### src/design/siggen_pkg.sv
// shared frame and sample types, command code and register indices for the pattern generator
package siggen_pkg;

	// ----------------------------------------------------------------------
	// spi frame layout
	// ----------------------------------------------------------------------

	// bits per transaction, command + address + data
	localparam int FRAME_BITS = 56;

	// one spi transaction, msb first on the wire
	// so a 56-bit shift register maps straight onto it
	typedef struct packed {
		logic [7:0]  command;
		logic [15:0] address;
		logic [31:0] data;
	} spi_frame_t;

	// only this command writes, anything else is a read
	localparam logic [7:0] CMD_WRITE = 8'h57;

	// ----------------------------------------------------------------------
	// control register map (select 0)
	// ----------------------------------------------------------------------

	localparam logic [3:0] REG_START   = 4'd0;
	localparam logic [3:0] REG_END     = 4'd1;
	localparam logic [3:0] REG_CONTROL = 4'd2;

	// ----------------------------------------------------------------------
	// playback output
	// ----------------------------------------------------------------------

	// one byte per clock, sync marks first byte of a loop
	typedef struct packed {
		logic [7:0] data;
		logic       sync;
	} sample_t;

endpackage
### src/design/spi_frame_fsm.sv
// SPI mode 0 slave that deserializes 56-bit frames and shifts read data back on MISO
`timescale 1ns/1ps

module spi_frame_fsm import siggen_pkg::*; (
	input  logic       clock_ro,
	input  logic       reset4_word_clock,
	input  logic       sclk,
	input  logic       mosi,
	input  logic       ssel_n,
	input  logic [31:0] read_data,
	output logic       miso,
	output logic       address_valid,
	output logic       transaction_valid,
	output spi_frame_t frame
);
	// command + address, read data must be looked up after this many bits
	localparam int HEADER_BITS = 24;

	typedef enum logic [1:0] {ST_IDLE, ST_SHIFT, ST_DONE} state_t;

	// ----------------------------------------------------------------------
	// pin synchronizers and edge detect
	// ----------------------------------------------------------------------
	// [0] and [1] are the two sync stages, [2] is the previous value
	logic [2:0] ssel_pipe;
	logic [2:0] sck_pipe;
	logic [1:0] mosi_pipe;
	logic ssel_active, ssel_rise, sck_rise, sck_fall, mosi_bit;

	assign ssel_active = ~ssel_pipe[1];
	assign ssel_rise   = ssel_pipe[1] & ~ssel_pipe[2];
	assign sck_rise    = sck_pipe[1] & ~sck_pipe[2];
	assign sck_fall    = ~sck_pipe[1] & sck_pipe[2];
	assign mosi_bit    = mosi_pipe[1];

	// ----------------------------------------------------------------------
	// frame state machine
	// ----------------------------------------------------------------------
	state_t state;
	logic [5:0] bit_count;
	logic [FRAME_BITS-1:0] shift_in;
	logic [31:0] miso_shift;
	logic take_bit, frame_done;

	// a bit is taken on rising sck unless the select is closing
	assign take_bit   = (state == ST_SHIFT) && !ssel_rise && sck_rise;
	assign frame_done = (state == ST_SHIFT) && ssel_rise && (bit_count == 6'(FRAME_BITS));

	always_ff @(posedge clock_ro) begin
		if (reset4_word_clock) begin
			ssel_pipe         <= 3'b111;
			sck_pipe          <= 3'b000;
			mosi_pipe         <= 2'b00;
			state             <= ST_IDLE;
			bit_count         <= '0;
			miso_shift        <= '0;
			address_valid     <= 1'b0;
			transaction_valid <= 1'b0;
		end else begin
			ssel_pipe         <= {ssel_pipe[1:0], ssel_n};
			sck_pipe          <= {sck_pipe[1:0], sclk};
			mosi_pipe         <= {mosi_pipe[0], mosi};
			address_valid     <= 1'b0;
			transaction_valid <= 1'b0;
			case (state)
				ST_IDLE: begin
					if (ssel_active) begin
						state      <= ST_SHIFT;
						bit_count  <= '0;
						miso_shift <= '0;
					end
				end
				ST_SHIFT: begin
					if (ssel_rise) begin
						// strobe only for a complete frame
						transaction_valid <= frame_done;
						state             <= ST_DONE;
					end else begin
						if (sck_rise) begin
							// saturate, an overlong frame never validates
							if (bit_count != '1)
								bit_count <= bit_count + 1'b1;
							if (bit_count == 6'(HEADER_BITS - 1))
								address_valid <= 1'b1;
						end
						// miso moves on falling sck
						if (sck_fall) begin
							if (bit_count == 6'(HEADER_BITS))
								miso_shift <= read_data;
							else
								miso_shift <= {miso_shift[30:0], 1'b0};
						end
					end
				end
				default: begin
					state <= ST_IDLE;
				end
			endcase
		end
	end

	// shift register and frame output, payload only
	always_ff @(posedge clock_ro) begin
		if (take_bit) begin
			shift_in <= {shift_in[FRAME_BITS-2:0], mosi_bit};
			// header visible together with address_valid
			if (bit_count == 6'(HEADER_BITS - 1))
				{frame.command, frame.address} <= {shift_in[HEADER_BITS-2:0], mosi_bit};
		end
		if (frame_done)
			frame <= shift_in;
	end

	assign miso = miso_shift[31];

	// master must not clock more than one frame per select
	a_frame_length: assert property (@(posedge clock_ro) disable iff (reset4_word_clock)
		(state == ST_SHIFT && take_bit) |-> (bit_count < 6'(FRAME_BITS)))
		else $error("spi frame longer than %0d bits", FRAME_BITS);

endmodule

### config.mk
export PLATFORM = sky130hd
export DESIGN_NAME = spi_frame_fsm
export DESIGN_NICKNAME = d
export VERILOG_FILES = /design/src/design/siggen_pkg.sv /design/src/design/spi_frame_fsm.sv
export SDC_FILE = /design/constraint.sdc
export NUM_CORES = 1
export LEC_CHECK = 0
export CORE_ASPECT_RATIO = 1.4
export CORE_MARGIN = 4
export CORE_UTILIZATION = 55
export CTS_BUF_LIST = sky130_fd_sc_hd__clkbuf_4
export DETAILED_ROUTE_END_ITERATION = 10
export DONT_BUFFER_PORTS = 1
export PLACE_DENSITY = 0.72
export SLEW_MARGIN = 40
export SYNTH_ARGS = -nofsm -noshare
export SYNTH_HDL_FRONTEND = slang
export SYNTH_SLANG_ARGS = --single-unit
export TNS_END_PERCENT = 100
### constraint.sdc
create_clock -name clock_ro -period 14.2 [get_ports clock_ro]
set_input_delay 2.13 -clock clock_ro [delete_from_list [all_inputs] [get_ports clock_ro]]
set_output_delay 2.13 -clock clock_ro [all_outputs]
set_load 0.02 [all_outputs]
==> impl_table.tex, run 1 <==
\begin{tabular}{lr}
\hline
Metric & Value \\
\hline
\multicolumn{2}{l}{\textbf{CTS}} \\
\quad Post-CTS clock slew at the launch and capture registers of the worst setup and hold paths & 0.14 ns \\
\quad CTS root buffer & sky130\_fd\_sc\_hd\_\_clkbuf\_4 \\
\quad Number of clock buffers inserted by TritonCTS & 17 \\
\quad Clock H-tree levels & 4 \\
\quad Clock latency reported for the late side of the worst-skew pair & 0.53 ns \\
\quad Clk buf depth & 2 \\
\quad Post-CTS Setup Inserts & 0 \\
\quad Number of sinks on the clock net & 162 \\
\quad \# hold bufs at CTS & 0 \\
\quad Post-cts gate resize count & 0 \\
\quad TritonCTS clock tree & yes \\
\multicolumn{2}{l}{\textbf{Critical path}} \\
\quad Biggest fanout along the worst timing path & 1 \\
\quad Crit Reg-Reg Endpoint & frame[2] \\
\quad Cells on worst reg2reg path & 6 \\
\quad Worst Setup Path Type & reg2out \\
\quad Internal reg-to-reg setup slack & 11.70 ns \\
\quad Critical R2R Launch & bit\_count[0] \\
\quad CP endpoint kind & output pin \\
\quad Worst path required time & 12.07 ns \\
\quad Data arrival time of the critical path & 1.04 ns \\
\quad Startpoint types & flop \\
\multicolumn{2}{l}{\textbf{Global route}} \\
\quad Global-route wire length before repair & 14000 um \\
\quad Global-route usage over all layers & 15.2\% \\
\quad Initial antenna violation count & 0 \\
\quad Largest net degree at the start of global routing & 61 \\
\quad Overflow after GRT & 0 \\
\quad Vias in the first global route & 2829 \\
\multicolumn{2}{l}{\textbf{Min path}} \\
\quad Worst min-delay path startpoint & ssel\_pipe[0] \\
\quad Worst Hold Path EP & ssel\_pipe[1] \\
\quad Hold Path Cell Cnt & 1 \\
\quad Class of the most critical hold timing path & reg2reg \\
\multicolumn{2}{l}{\textbf{Floorplanning}} \\
\quad Core Region & 10300 um2 \\
\quad Num rows & 44 \\
\quad I/O Pins & 96 \\
\quad Die area & 12300 um2 \\
\quad Initial cell density of the core & 56.2\% \\
\quad Width of the die & 94.9 um \\
\quad Height of the chip & 130 um \\
\multicolumn{2}{l}{\textbf{STA}} \\
\quad Shortest clock period the worst path allows after layout & 3.17 ns \\
\quad Fin. max-slew vios & 0 \\
\quad Worst clock skew & 0.0173 ns \\
\quad Worst hold-check slack & 0.423 ns \\
\quad Total of endpoints with negative setup slack in the final report & 0 \\
\quad Final Hold Violating Endpoints & 0 \\
\quad Setup TNS & 0 ns \\
\quad Slew of the pin with the lowest slew margin & 0.734 ns \\
\quad Upper clock frequency limit & 0.315 GHz \\
\quad Period utilization & 22.4\% \\
\quad Worst relative slew slack & 51.1\% \\
\quad RSZ-0062 raised after global routing & no \\
\multicolumn{2}{l}{\textbf{Routing}} \\
\quad Routed via count divided by cell count & 5.67 \\
\quad Antenna-violating nets left & 0 \\
\quad Detailed Route Iter0 Violations & 102 \\
\quad Via count & 2777 \\
\quad Routed length per placed instance & 18.1 um \\
\quad Overall routed net length & 8850 um \\
\quad Number of iterations in the first detailed-routing pass & 4 \\
\quad Number of DRC violations after detailed routing & 0 \\
\multicolumn{2}{l}{\textbf{Placement}} \\
\quad Number of port buffers & 0 \\
\quad DPL Wire Length & 5660 um \\
\quad Post-detailed-placement cell area & 5940 um2 \\
\quad Final estimated routing congestion in global placement & 0.751 \\
\multicolumn{2}{l}{\textbf{Cells and area}} \\
\quad Fraction of final layout cells with drive strength greater than 1 & 19.0\% \\
\quad Most common cell after layout, fill and taps aside & sky130\_fd\_sc\_hd\_\_edfxtp\_1 \\
\quad Final design area excluding fillers & 6170 um2 \\
\quad Count of filler cells inserted in the layout & 819 \\
\quad Top library cells by usage in the layout, fill and taps aside & sky130\_fd\_sc\_hd\_\_edfxtp\_1 (112), sky130\_fd\_sc\_hd\_\_dfxtp\_1 (50), sky130\_fd\_sc\_hd\_\_mux2i\_1 (31), sky130\_fd\_sc\_hd\_\_o2bb2ai\_1 (31) \\
\quad Antenna diodes & 0 \\
\quad Fin nets & 379 \\
\quad Area occupied by multi-input gates & 1360 um2 \\
\quad Final core utilization & 59.7\% \\
\quad Sequential cell area & 4360 um2 \\
\quad Area added between synthesis and finish & 6.13\% \\
\multicolumn{2}{l}{\textbf{Synth}} \\
\quad Sequential share of the synthesized area & 75.0\% \\
\quad Mapped Cells & 334 \\
\quad Net count after synthesis & 373 \\
\quad Dominant cell type by area after synthesis & sky130\_fd\_sc\_hd\_\_edfxtp\_1 \\
\quad Synth top area share & 57.8\% \\
\quad Most used DFF post-synth & sky130\_fd\_sc\_hd\_\_edfxtp\_1 \\
\quad Share of synthesized flip-flops with an asynchronous set or reset & 0\% \\
\quad Seq cells post-synth & 162 \\
\quad EDFF count, synth & 112 \\
\quad YS warnings & 0 \\
\quad Dominant cells by area after synthesis & sky130\_fd\_sc\_hd\_\_edfxtp\_1 (58\%), sky130\_fd\_sc\_hd\_\_dfxtp\_1 (17\%), sky130\_fd\_sc\_hd\_\_mux2i\_1 (5.3\%), sky130\_fd\_sc\_hd\_\_o2bb2ai\_1 (4.7\%), sky130\_fd\_sc\_hd\_\_mux2\_4 (4.4\%) \\
\quad Average cell area after synthesis & 17.4 um2 \\
\quad Synthesized cell area & 5820 um2 \\
\quad Library cells used by synthesis & 41 \\
\multicolumn{2}{l}{\textbf{Job}} \\
\quad Maximum capacitance violations & 0 \\
\multicolumn{2}{l}{\textbf{Power}} \\
\quad VDD IR max & 0.0000543 V \\
\quad Total leakage power & 1.94 nW \\
\quad Power spent charging and discharging nets & 166 uW \\
\quad Internal power contribution & 575 uW \\
\quad Gate power share & 1.1\% \\
\quad Total Power & 741 uW \\
\quad Relative contribution of sequential cells to total power & 67.7\% \\
\quad Total power divided by cell area & 120 nW/um2 \\
\quad Switching share of power & 22.4\% \\
\quad Power share of the clock group & 31.2\% \\
\multicolumn{2}{l}{\textbf{Outcome}} \\
\quad Outcome & finished, final reports clean \\
\hline
\end{tabular}
through the flow:
stage,setup slack [ns],std cells
floorplan,7.94,334
global placement,10.76,459
detailed placement,10.71,459
CTS,10.96,490
global route,10.93,490
finish,11.03,490
synth_stat cells (2+ instances only):
cell / number
sky130_fd_sc_hd__a21oi_1: 4
sky130_fd_sc_hd__buf_2: 4
sky130_fd_sc_hd__buf_6: 2
sky130_fd_sc_hd__clkbuf_1: 9
sky130_fd_sc_hd__dfxtp_1: 50
sky130_fd_sc_hd__edfxtp_1: 112
sky130_fd_sc_hd__ha_1: 2
sky130_fd_sc_hd__inv_1: 4
sky130_fd_sc_hd__mux2_2: 7
sky130_fd_sc_hd__mux2_4: 17
sky130_fd_sc_hd__mux2i_1: 31
sky130_fd_sc_hd__nand2_1: 6
sky130_fd_sc_hd__nand2b_1: 5
sky130_fd_sc_hd__nand3_1: 4
sky130_fd_sc_hd__nor2_1: 7
sky130_fd_sc_hd__nor2b_1: 6
sky130_fd_sc_hd__nor3_1: 4
sky130_fd_sc_hd__nor3b_1: 2
sky130_fd_sc_hd__nor4b_1: 2
sky130_fd_sc_hd__o21ai_0: 2
sky130_fd_sc_hd__o2bb2ai_1: 31
sky130_fd_sc_hd__o31ai_1: 2
sky130_fd_sc_hd__or2_2: 3
cell families after synthesis:
kind of cell | synth area share (%)
adder cells (fa/ha/maj) | 0.430
buffers and inverters | 1.91
flip-flops | 75.0
AO/OA/AOI/OAI | 6.75
multiplexers | 11.1
AND/OR/NAND/NOR | 4.82
power by group through the flow:
stage / combinational [mW] / sequential, mW / clock (mW)
6_report: 0.00809 / 0.502 / 0.231
4_1_cts: 0.00815 / 0.502 / 0.241
5_1_grt: 0.00900 / 0.502 / 0.263
2_1_floorplan: 0.00715 / 0.512 / 0
3_3_place_gp: 0.00770 / 0.512 / 0
3_5_place_dp: 0.00815 / 0.512 / 0
registers in the layout, indices dropped and copies added (netlist names):
signal             cells
address_valid          1
bit_count              6
frame                 56
miso_shift            32
mosi_pipe              2
sck_pipe               3
shift_in              56
ssel_pipe              3
state                  2
transaction_valid      1
per-layer routing:
layer	GRT usage (%)	vias up	part of all wire (%)
met3	6.17	15	5.8
met5	0	-	0
li1	-	1307	-
met4	5.86	0	1.5
met1	17.9	1354	43
met2	24.8	101	49
final cells by class:
class / instances / share of cell area, %
Sequential cell: 162 / 70.7
Multi-Input combinational cell: 152 / 22.1
Tap cell: 138 / 2.80
Clock buffer: 17 / 2.07
Clock inverter: 14 / 1.76
Timing Repair Buffer: 3 / 0.365
Inverter: 4 / 0.243
how the worst max path moves through the flow:
stage	from	end	slack, ns	cells after the start
final	frame[45]	frame[45]	11.03	0
after detailed placement	reset4_word_clock	miso_shift[10]	10.71	2
after CTS	frame[37]	frame[37]	10.96	0
after floorplan	state[0]	frame[32]	7.94	4
after global routing	frame[37]	frame[37]	10.93	0
after global placement	reset4_word_clock	miso_shift[12]	10.76	2
Power figures use the tool's default switching activity.
==> run 2, diff against run 1 <==
- PLACE_DENSITY: 0.72 -> 0.75
- clock period: 14.2 -> 2.8 ns (I/O delays scaled with it)
==> impl_table.tex, run 2 (same netlist as run 1, synthesis figures left out) <==
\begin{tabular}{lr}
\hline
Metric & Value \\
\hline
\multicolumn{2}{l}{\textbf{Outcome}} \\
\quad Outcome & finished, final reports clean \\
\multicolumn{2}{l}{\textbf{STA}} \\
\quad Period utilization & 79.8\% \\
\quad Total of endpoints with negative setup slack in the final report & 0 (unchanged) \\
\quad Worst clock skew & 0.0191 ns (+0.00180 ns) \\
\quad Setup TNS & 0 ns (unchanged) \\
\quad RSZ-0062 raised after global routing & no \\
\quad Worst hold-check slack & 0.0816 ns (-0.342 ns) \\
\quad Upper clock frequency limit & 0.448 GHz \\
\quad Final Hold Violating Endpoints & 0 (unchanged) \\
\quad Worst relative slew slack & 55.5\% (+4.4 points) \\
\quad Shortest clock period the worst path allows after layout & 2.23 ns \\
\quad Slew of the pin with the lowest slew margin & 0.665 ns (-0.0687 ns) \\
\quad Fin. max-slew vios & 0 (unchanged) \\
\multicolumn{2}{l}{\textbf{Placement}} \\
\quad Final estimated routing congestion in global placement & 0.735 (-2.2\%) \\
\quad Number of port buffers & 0 (unchanged) \\
\quad Number of cells in the design after placement & 461 (+0.44\%) \\
\quad DPL Wire Length & 5990 um (+5.7\%) \\
\quad Post-detailed-placement cell area & 5990 um2 (+0.95\%) \\
\multicolumn{2}{l}{\textbf{Critical path}} \\
\quad CP endpoint kind & flop \\
\quad Biggest fanout along the worst timing path & 24 (+23) \\
\quad Worst path required time & 2.98 ns (-9.09 ns) \\
\quad CP peak stage delay & 0.57 ns \\
\quad Cells along the critical path & inv\_1 -> ha\_1 -> nand2b\_1 -> or4\_4 -> buf\_4 -> nand2\_4 \\
\quad Data arrival time of the critical path & 2.41 ns (+1.37 ns) \\
\quad Cells on worst reg2reg path & 6 (unchanged) \\
\quad Critical-path top delay cell & sky130\_fd\_sc\_hd\_\_or4\_4 \\
\quad Gate family responsible for the most delay along the worst path & simple AND/OR/NAND/NOR gates \\
\quad Startpoint types & flop \\
\quad Buffers plus inverters on the worst setup path & 2 \\
\quad Worst Setup Path Type & reg2reg \\
\quad Internal reg-to-reg setup slack & 0.57 ns (-11.13 ns) \\
\quad Critical R2R Launch & bit\_count[0] \\
\quad Crit Reg-Reg Endpoint & frame[41] \\
\multicolumn{2}{l}{\textbf{CTS}} \\
\quad Number of clock buffers inserted by TritonCTS & 17 (unchanged) \\
\quad \# hold bufs at CTS & 5 (+5) \\
\quad Clock H-tree levels & 4 (unchanged) \\
\quad Post-CTS clock slew at the launch and capture registers of the worst setup and hold paths & 0.13 ns (about the same) \\
\quad Clk buf depth & 2 (unchanged) \\
\quad TritonCTS clock tree & yes \\
\quad CTS root buffer & sky130\_fd\_sc\_hd\_\_clkbuf\_4 \\
\quad Post-CTS Setup Inserts & 0 (unchanged) \\
\quad Post-cts gate resize count & 0 (unchanged) \\
\quad Clock latency reported for the late side of the worst-skew pair & 0.51 ns (-0.02 ns) \\
\quad Number of sinks on the clock net & 162 (unchanged) \\
\multicolumn{2}{l}{\textbf{Min path}} \\
\quad Hold Path Cell Cnt & 2 (+1) \\
\quad Class of the most critical hold timing path & in2reg \\
\quad Worst Hold Path EP & miso\_shift[8] \\
\quad Worst min-delay path startpoint & read\_data[8] \\
\multicolumn{2}{l}{\textbf{Power}} \\
\quad VDD IR max & 0.000254 V (+370\%) \\
\quad Total power divided by cell area & 635 nW/um2 (+430\%) \\
\quad Total leakage power & 2.01 nW (+3.4\%) \\
\multicolumn{2}{l}{\textbf{Cells and area}} \\
\quad Fin cells & 497 (+1.4\%) \\
\quad Area occupied by multi-input gates & 1380 um2 (+1.0\%) \\
\quad Count of filler cells inserted in the layout & 787 (-3.9\%) \\
\quad Antenna diodes & 0 (unchanged) \\
\quad Most common cell after layout, fill and taps aside & sky130\_fd\_sc\_hd\_\_edfxtp\_1 \\
\quad Sequential cell area & 4370 um2 (about the same) \\
\quad Fraction of final layout cells with drive strength greater than 1 & 20.1\% (+1.0 points) \\
\quad Biggest regs & frame x56, shift\_in x56, miso\_shift x32 \\
\quad Fin nets & 386 (+1.8\%) \\
\quad Area added between synthesis and finish & 9.14\% \\
\quad Top library cells by usage in the layout, fill and taps aside & sky130\_fd\_sc\_hd\_\_edfxtp\_1 (112), sky130\_fd\_sc\_hd\_\_dfxtp\_1 (48), sky130\_fd\_sc\_hd\_\_mux2i\_1 (31), sky130\_fd\_sc\_hd\_\_o2bb2ai\_1 (31) \\
\quad Final design area excluding fillers & 6350 um2 (+2.8\%) \\
\quad Final core utilization & 61.4\% (+1.7 points) \\
\multicolumn{2}{l}{\textbf{Global route}} \\
\quad Vias in the first global route & 2852 (+0.81\%) \\
\quad Overflow after GRT & 0 (unchanged) \\
\quad Global-route wire length before repair & 14500 um (+3.9\%) \\
\quad Largest net degree at the start of global routing & 60 (-1.6\%) \\
\quad Global-route usage over all layers & 15.8\% (+0.62 points) \\
\quad Initial antenna violation count & 0 (unchanged) \\
\multicolumn{2}{l}{\textbf{Floorplanning}} \\
\quad Core Region & 10300 um2 (unchanged) \\
\quad Width of the die & 94.9 um (unchanged) \\
\quad Initial cell density of the core & 56.2\% (unchanged) \\
\quad Height of the chip & 130 um (unchanged) \\
\quad I/O Pins & 96 (unchanged) \\
\quad Die area & 12300 um2 (unchanged) \\
\quad Num rows & 44 (unchanged) \\
\multicolumn{2}{l}{\textbf{Routing}} \\
\quad Routed via count divided by cell count & 5.62 (-0.88\%) \\
\quad Detailed Route Iter0 Violations & 105 (+2.9\%) \\
\quad Via count & 2792 (+0.54\%) \\
\quad Routed length per placed instance & 18.8 um (+3.9\%) \\
\quad Antenna-violating nets left & 0 (unchanged) \\
\quad Number of DRC violations after detailed routing & 0 (unchanged) \\
\quad Number of iterations in the first detailed-routing pass & 4 (unchanged) \\
\quad Overall routed net length & 9330 um (+5.4\%) \\
\multicolumn{2}{l}{\textbf{Job}} \\
\quad Maximum capacitance violations & 0 (unchanged) \\
\hline
\end{tabular}
run 2: changes by cell type in the layout (fill, tap and decap cells not counted), moves of 2 or more:
cell	change
sky130_fd_sc_hd__dlygate4sd3_1	+5
sky130_fd_sc_hd__bufinv_16	+3
sky130_fd_sc_hd__clkinv_2	-3
sky130_fd_sc_hd__buf_12	+2
sky130_fd_sc_hd__dfxtp_1	-2
sky130_fd_sc_hd__dfxtp_2	+2
run 2: worst max-delay path by stage:
stage	startpoint	endpoint	slack [ns]	cells past startpoint
floorplan	state[1]	frame[32]	-0.18	4
global placement	bit_count[0]	frame[46]	0.65	6
detailed placement	bit_count[0]	frame[47]	0.58	6
CTS	bit_count[0]	frame[41]	0.55	6
global route	bit_count[0]	miso_shift[0]	0.41	8
finish	bit_count[0]	frame[41]	0.57	6
run 2: through the flow:
step	total power, mW	setup slack, ns
final	4.03	0.566
after CTS	4.08	0.546
after global routing	4.20	0.407
after floorplan	2.64	-0.183
after detailed placement	2.64	0.579
after global placement	2.64	0.654
run 2: cell type report:
cell class / count / area share [%]
Tap cell: 138 / 2.72
Clock buffer: 17 / 2.01
Clock inverter: 14 / 2.80
Timing Repair Buffer: 10 / 1.77
Multi-Input combinational cell: 152 / 21.7
Sequential cell: 162 / 68.8
Inverter: 4 / 0.236
run 2: metal layers:
layer / wire (um) / track usage (%) / vias to the layer above
met2: 4840 / 26.2 / 89
met3: 439 / 6.00 / 4
met4: 55 / 5.78 / 0
met5: 0 / 0 / -
met1: 3990 / 18.7 / 1378
li1: - / - / 1321
run 2: power by group:
group	internal, mW	switching [mW]	leakage, nW
logic	0.0206	0.0312	0.462
registers	2.54	0.00670	1.39
clock network	0.629	0.808	0.155
==> run 3, diff against run 2 <==
- clock period: 2.8 -> 1.82 ns (I/O delays scaled with it)
==> impl_table.tex, run 3 (same netlist as run 1, synthesis figures left out) <==
\begin{tabular}{lr}
\hline
Metric & Value \\
\hline
\multicolumn{2}{l}{\textbf{Critical path}} \\
\quad Startpoint types & flop \\
\quad Data arrival time of the critical path & 2.15 ns (-0.26 ns) \\
\quad CP endpoint kind & flop \\
\quad Worst Setup Path Type & reg2reg \\
\quad Worst path required time & 2.12 ns (-0.86 ns) \\
\quad Biggest fanout along the worst timing path & 9 (-63\%) \\
\multicolumn{2}{l}{\textbf{STA}} \\
\quad Final worst-path setup slack & -0.0377 ns (-0.603 ns) \\
\quad Worst relative slew slack & 51.1\% (-4.4 points) \\
\quad Shortest clock period the worst path allows after layout & 1.86 ns (-0.377 ns) \\
\quad Upper clock frequency limit & 0.538 GHz (+20\%) \\
\quad Period utilization & 102\% (+22 points) \\
\quad Slew of the pin with the lowest slew margin & 0.731 ns (+0.0656 ns) \\
\quad Fin. max-slew vios & 0 (unchanged) \\
\quad Total of endpoints with negative setup slack in the final report & 23 (+23) \\
\quad RSZ-0062 raised after global routing & yes \\
\quad Worst clock skew & 0.0255 ns (+0.00636 ns) \\
\quad Final Hold Violating Endpoints & 0 (unchanged) \\
\multicolumn{2}{l}{\textbf{Power}} \\
\quad Gate power share & 2.4\% (+1.1 points) \\
\quad Total power divided by cell area & 872 nW/um2 (+37\%) \\
\quad Internal power contribution & 4.71 mW (+48\%) \\
\quad Total leakage power & 2.29 nW (+14\%) \\
\quad Power spent charging and discharging nets & 1.38 mW (+63\%) \\
\quad Switching share of power & 22.6\% (+1.7 points) \\
\quad VDD IR max & 0.000403 V (+59\%) \\
\quad Relative contribution of sequential cells to total power & 64.4\% (+1.3 points) \\
\quad Power share of the clock group & 33.2\% (-2.4 points) \\
\multicolumn{2}{l}{\textbf{Routing}} \\
\quad Met2 routed WL & 5340 um (+10\%) \\
\quad Overall routed net length & 10100 um (+8.8\%) \\
\quad Number of DRC violations after detailed routing & 0 (unchanged) \\
\quad Routed via count divided by cell count & 5.53 (-1.6\%) \\
\quad DRT met1 WL & 4220 um (+5.6\%) \\
\quad Metal3 WL & 453 um (+3.2\%) \\
\quad Antenna-violating nets left & 0 (unchanged) \\
\quad Via count & 3050 (+9.2\%) \\
\quad Top routing layer used & met4 \\
\quad Detailed Route Iter0 Violations & 134 (+28\%) \\
\quad Routed length per placed instance & 18.4 um (-2.1\%) \\
\quad Number of iterations in the first detailed-routing pass & 4 (unchanged) \\
\multicolumn{2}{l}{\textbf{CTS}} \\
\quad Post-CTS clock slew at the launch and capture registers of the worst setup and hold paths & 0.14 ns (about the same) \\
\quad TritonCTS clock tree & yes \\
\quad Clock latency reported for the late side of the worst-skew pair & 0.53 ns (+0.02 ns) \\
\quad Clk buf depth & 2 (unchanged) \\
\quad Number of clock buffers inserted by TritonCTS & 17 (unchanged) \\
\quad Number of sinks on the clock net & 162 (unchanged) \\
\quad Clock H-tree levels & 4 (unchanged) \\
\quad CTS root buffer & sky130\_fd\_sc\_hd\_\_clkbuf\_4 \\
\multicolumn{2}{l}{\textbf{Floorplanning}} \\
\quad Width of the die & 94.9 um (unchanged) \\
\quad Initial cell density of the core & 56.2\% (unchanged) \\
\quad Die area & 12300 um2 (unchanged) \\
\quad Core Region & 10300 um2 (unchanged) \\
\quad Height of the chip & 130 um (unchanged) \\
\quad I/O Pins & 96 (unchanged) \\
\quad Num rows & 44 (unchanged) \\
\multicolumn{2}{l}{\textbf{Global route}} \\
\quad Vias in the first global route & 3101 (+8.7\%) \\
\quad Largest net degree at the start of global routing & 35 (-42\%) \\
\quad Global-route wire length before repair & 15700 um (+8.2\%) \\
\quad Overflow after GRT & 0 (unchanged) \\
\quad Initial antenna violation count & 0 (unchanged) \\
\quad Global-route usage over all layers & 16.9\% (+1.1 points) \\
\multicolumn{2}{l}{\textbf{Cells and area}} \\
\quad Fin cells & 552 (+11\%) \\
\quad Fin nets & 440 (+14\%) \\
\quad Biggest regs & frame x56, shift\_in x56, miso\_shift x32 \\
\quad Fraction of final layout cells with drive strength greater than 1 & 25.1\% (+5.1 points) \\
\quad Count of filler cells inserted in the layout & 732 (-7.0\%) \\
\quad Top library cells by usage in the layout, fill and taps aside & sky130\_fd\_sc\_hd\_\_edfxtp\_1 (112), sky130\_fd\_sc\_hd\_\_dfxtp\_1 (46), sky130\_fd\_sc\_hd\_\_dlygate4sd3\_1 (36), sky130\_fd\_sc\_hd\_\_mux2i\_1 (31), sky130\_fd\_sc\_hd\_\_o2bb2ai\_1 (31) \\
\quad Most common cell after layout, fill and taps aside & sky130\_fd\_sc\_hd\_\_edfxtp\_1 \\
\quad Final design area excluding fillers & 6970 um2 (+9.8\%) \\
\quad Antenna diodes & 0 (unchanged) \\
\quad Area added between synthesis and finish & 19.9\% \\
\multicolumn{2}{l}{\textbf{Min path}} \\
\quad Class of the most critical hold timing path & in2reg \\
\multicolumn{2}{l}{\textbf{Placement}} \\
\quad Final estimated routing congestion in global placement & 0.784 (+6.7\%) \\
\quad Number of cells in the design after placement & 479 (+3.9\%) \\
\quad DPL Wire Length & 6220 um (+3.8\%) \\
\quad Minimum setup slack after placement & -0.0490 ns (-0.628 ns) \\
\quad Post-detailed-placement cell area & 6200 um2 (+3.4\%) \\
\quad Number of port buffers & 0 (unchanged) \\
\multicolumn{2}{l}{\textbf{Job}} \\
\quad Maximum capacitance violations & 0 (unchanged) \\
\multicolumn{2}{l}{\textbf{Outcome}} \\
\quad Violations in the final reports & setup timing \\
\quad Outcome & finished, violations left \\
\hline
\end{tabular}
-- run 3: worst paths after layout --
check | cells past startpoint | slack (ns) | from | endpoint
hold reg to reg | 1 | 0.44 | ssel_pipe[0] | ssel_pipe[1]
setup / recovery | 6 | -0.04 | bit_count[0] | frame[38]
hold / removal | 3 | 0.18 | reset4_word_clock | miso_shift[9]
setup reg to reg | 6 | -0.04 | bit_count[0] | frame[38]
-- run 3: metal layers --
metal	up-vias	GRT usage, %
li1	1432	-
met3	13	5.36
met2	99	28.3
met4	0	5.52
met5	-	0
met1	1506	20.8
-- run 3: area by class of cell --
cell class | count | area [um2] | area share [%]
well taps | 138 | 173 | 2.48
inverters | 4 | 18.8 | 0.269
clock buffers | 17 | 128 | 1.83
clock inverters | 15 | 149 | 2.13
multi-input cells | 152 | 1420 | 20.4
flip-flops and latches | 162 | 4370 | 62.6
repair buffers | 64 | 714 | 10.2
-- run 3: power by group through the flow --
stage / combinational (mW) / sequential (mW) / clock, mW
6_report: 0.145 / 3.92 / 2.02
5_1_grt: 0.157 / 3.92 / 2.26
4_1_cts: 0.142 / 3.92 / 2.08
3_5_place_dp: 0.0739 / 4.00 / 0
3_3_place_gp: 0.0717 / 4.00 / 0
2_1_floorplan: 0.0582 / 4.00 / 0
-- run 3: stage by stage --
| stage | total power, mW | utilization, % | hold WS [ns] | TNS [ns] |
|---|---|---|---|---|
| after floorplan | 4.05 | - | 0.377 | -73.13 |
| after global placement | 4.07 | 59.9 | 0.343 | 0 |
| after detailed placement | 4.07 | 59.9 | 0.349 | -0.800 |
| after CTS | 6.14 | 66.1 | 0.131 | -0.0400 |
| after global routing | 6.34 | 67.4 | 0.145 | -2.48 |
| final | 6.08 | 67.4 | 0.178 | -0.431 |
-- run 3: timing repair --
item	in CTS	in global routing
setup buffers	1	1
pin swaps	0	2
hold endpoints to repair	50	0
gates resized for setup	2	8
endpoints found under the setup margin	33	48
hold buffers	36	0
gates cloned	0	3
-- run 3: critical path, stage by stage, from the launching register on --
cell,delay [ns]
sky130_fd_sc_hd__dfxtp_2,0.35
sky130_fd_sc_hd__inv_2,0.07
sky130_fd_sc_hd__ha_4,0.14
sky130_fd_sc_hd__nand2b_4,0.05
sky130_fd_sc_hd__or4_4,0.52
sky130_fd_sc_hd__clkbuf_16,0.22
sky130_fd_sc_hd__mux2_4,0.29
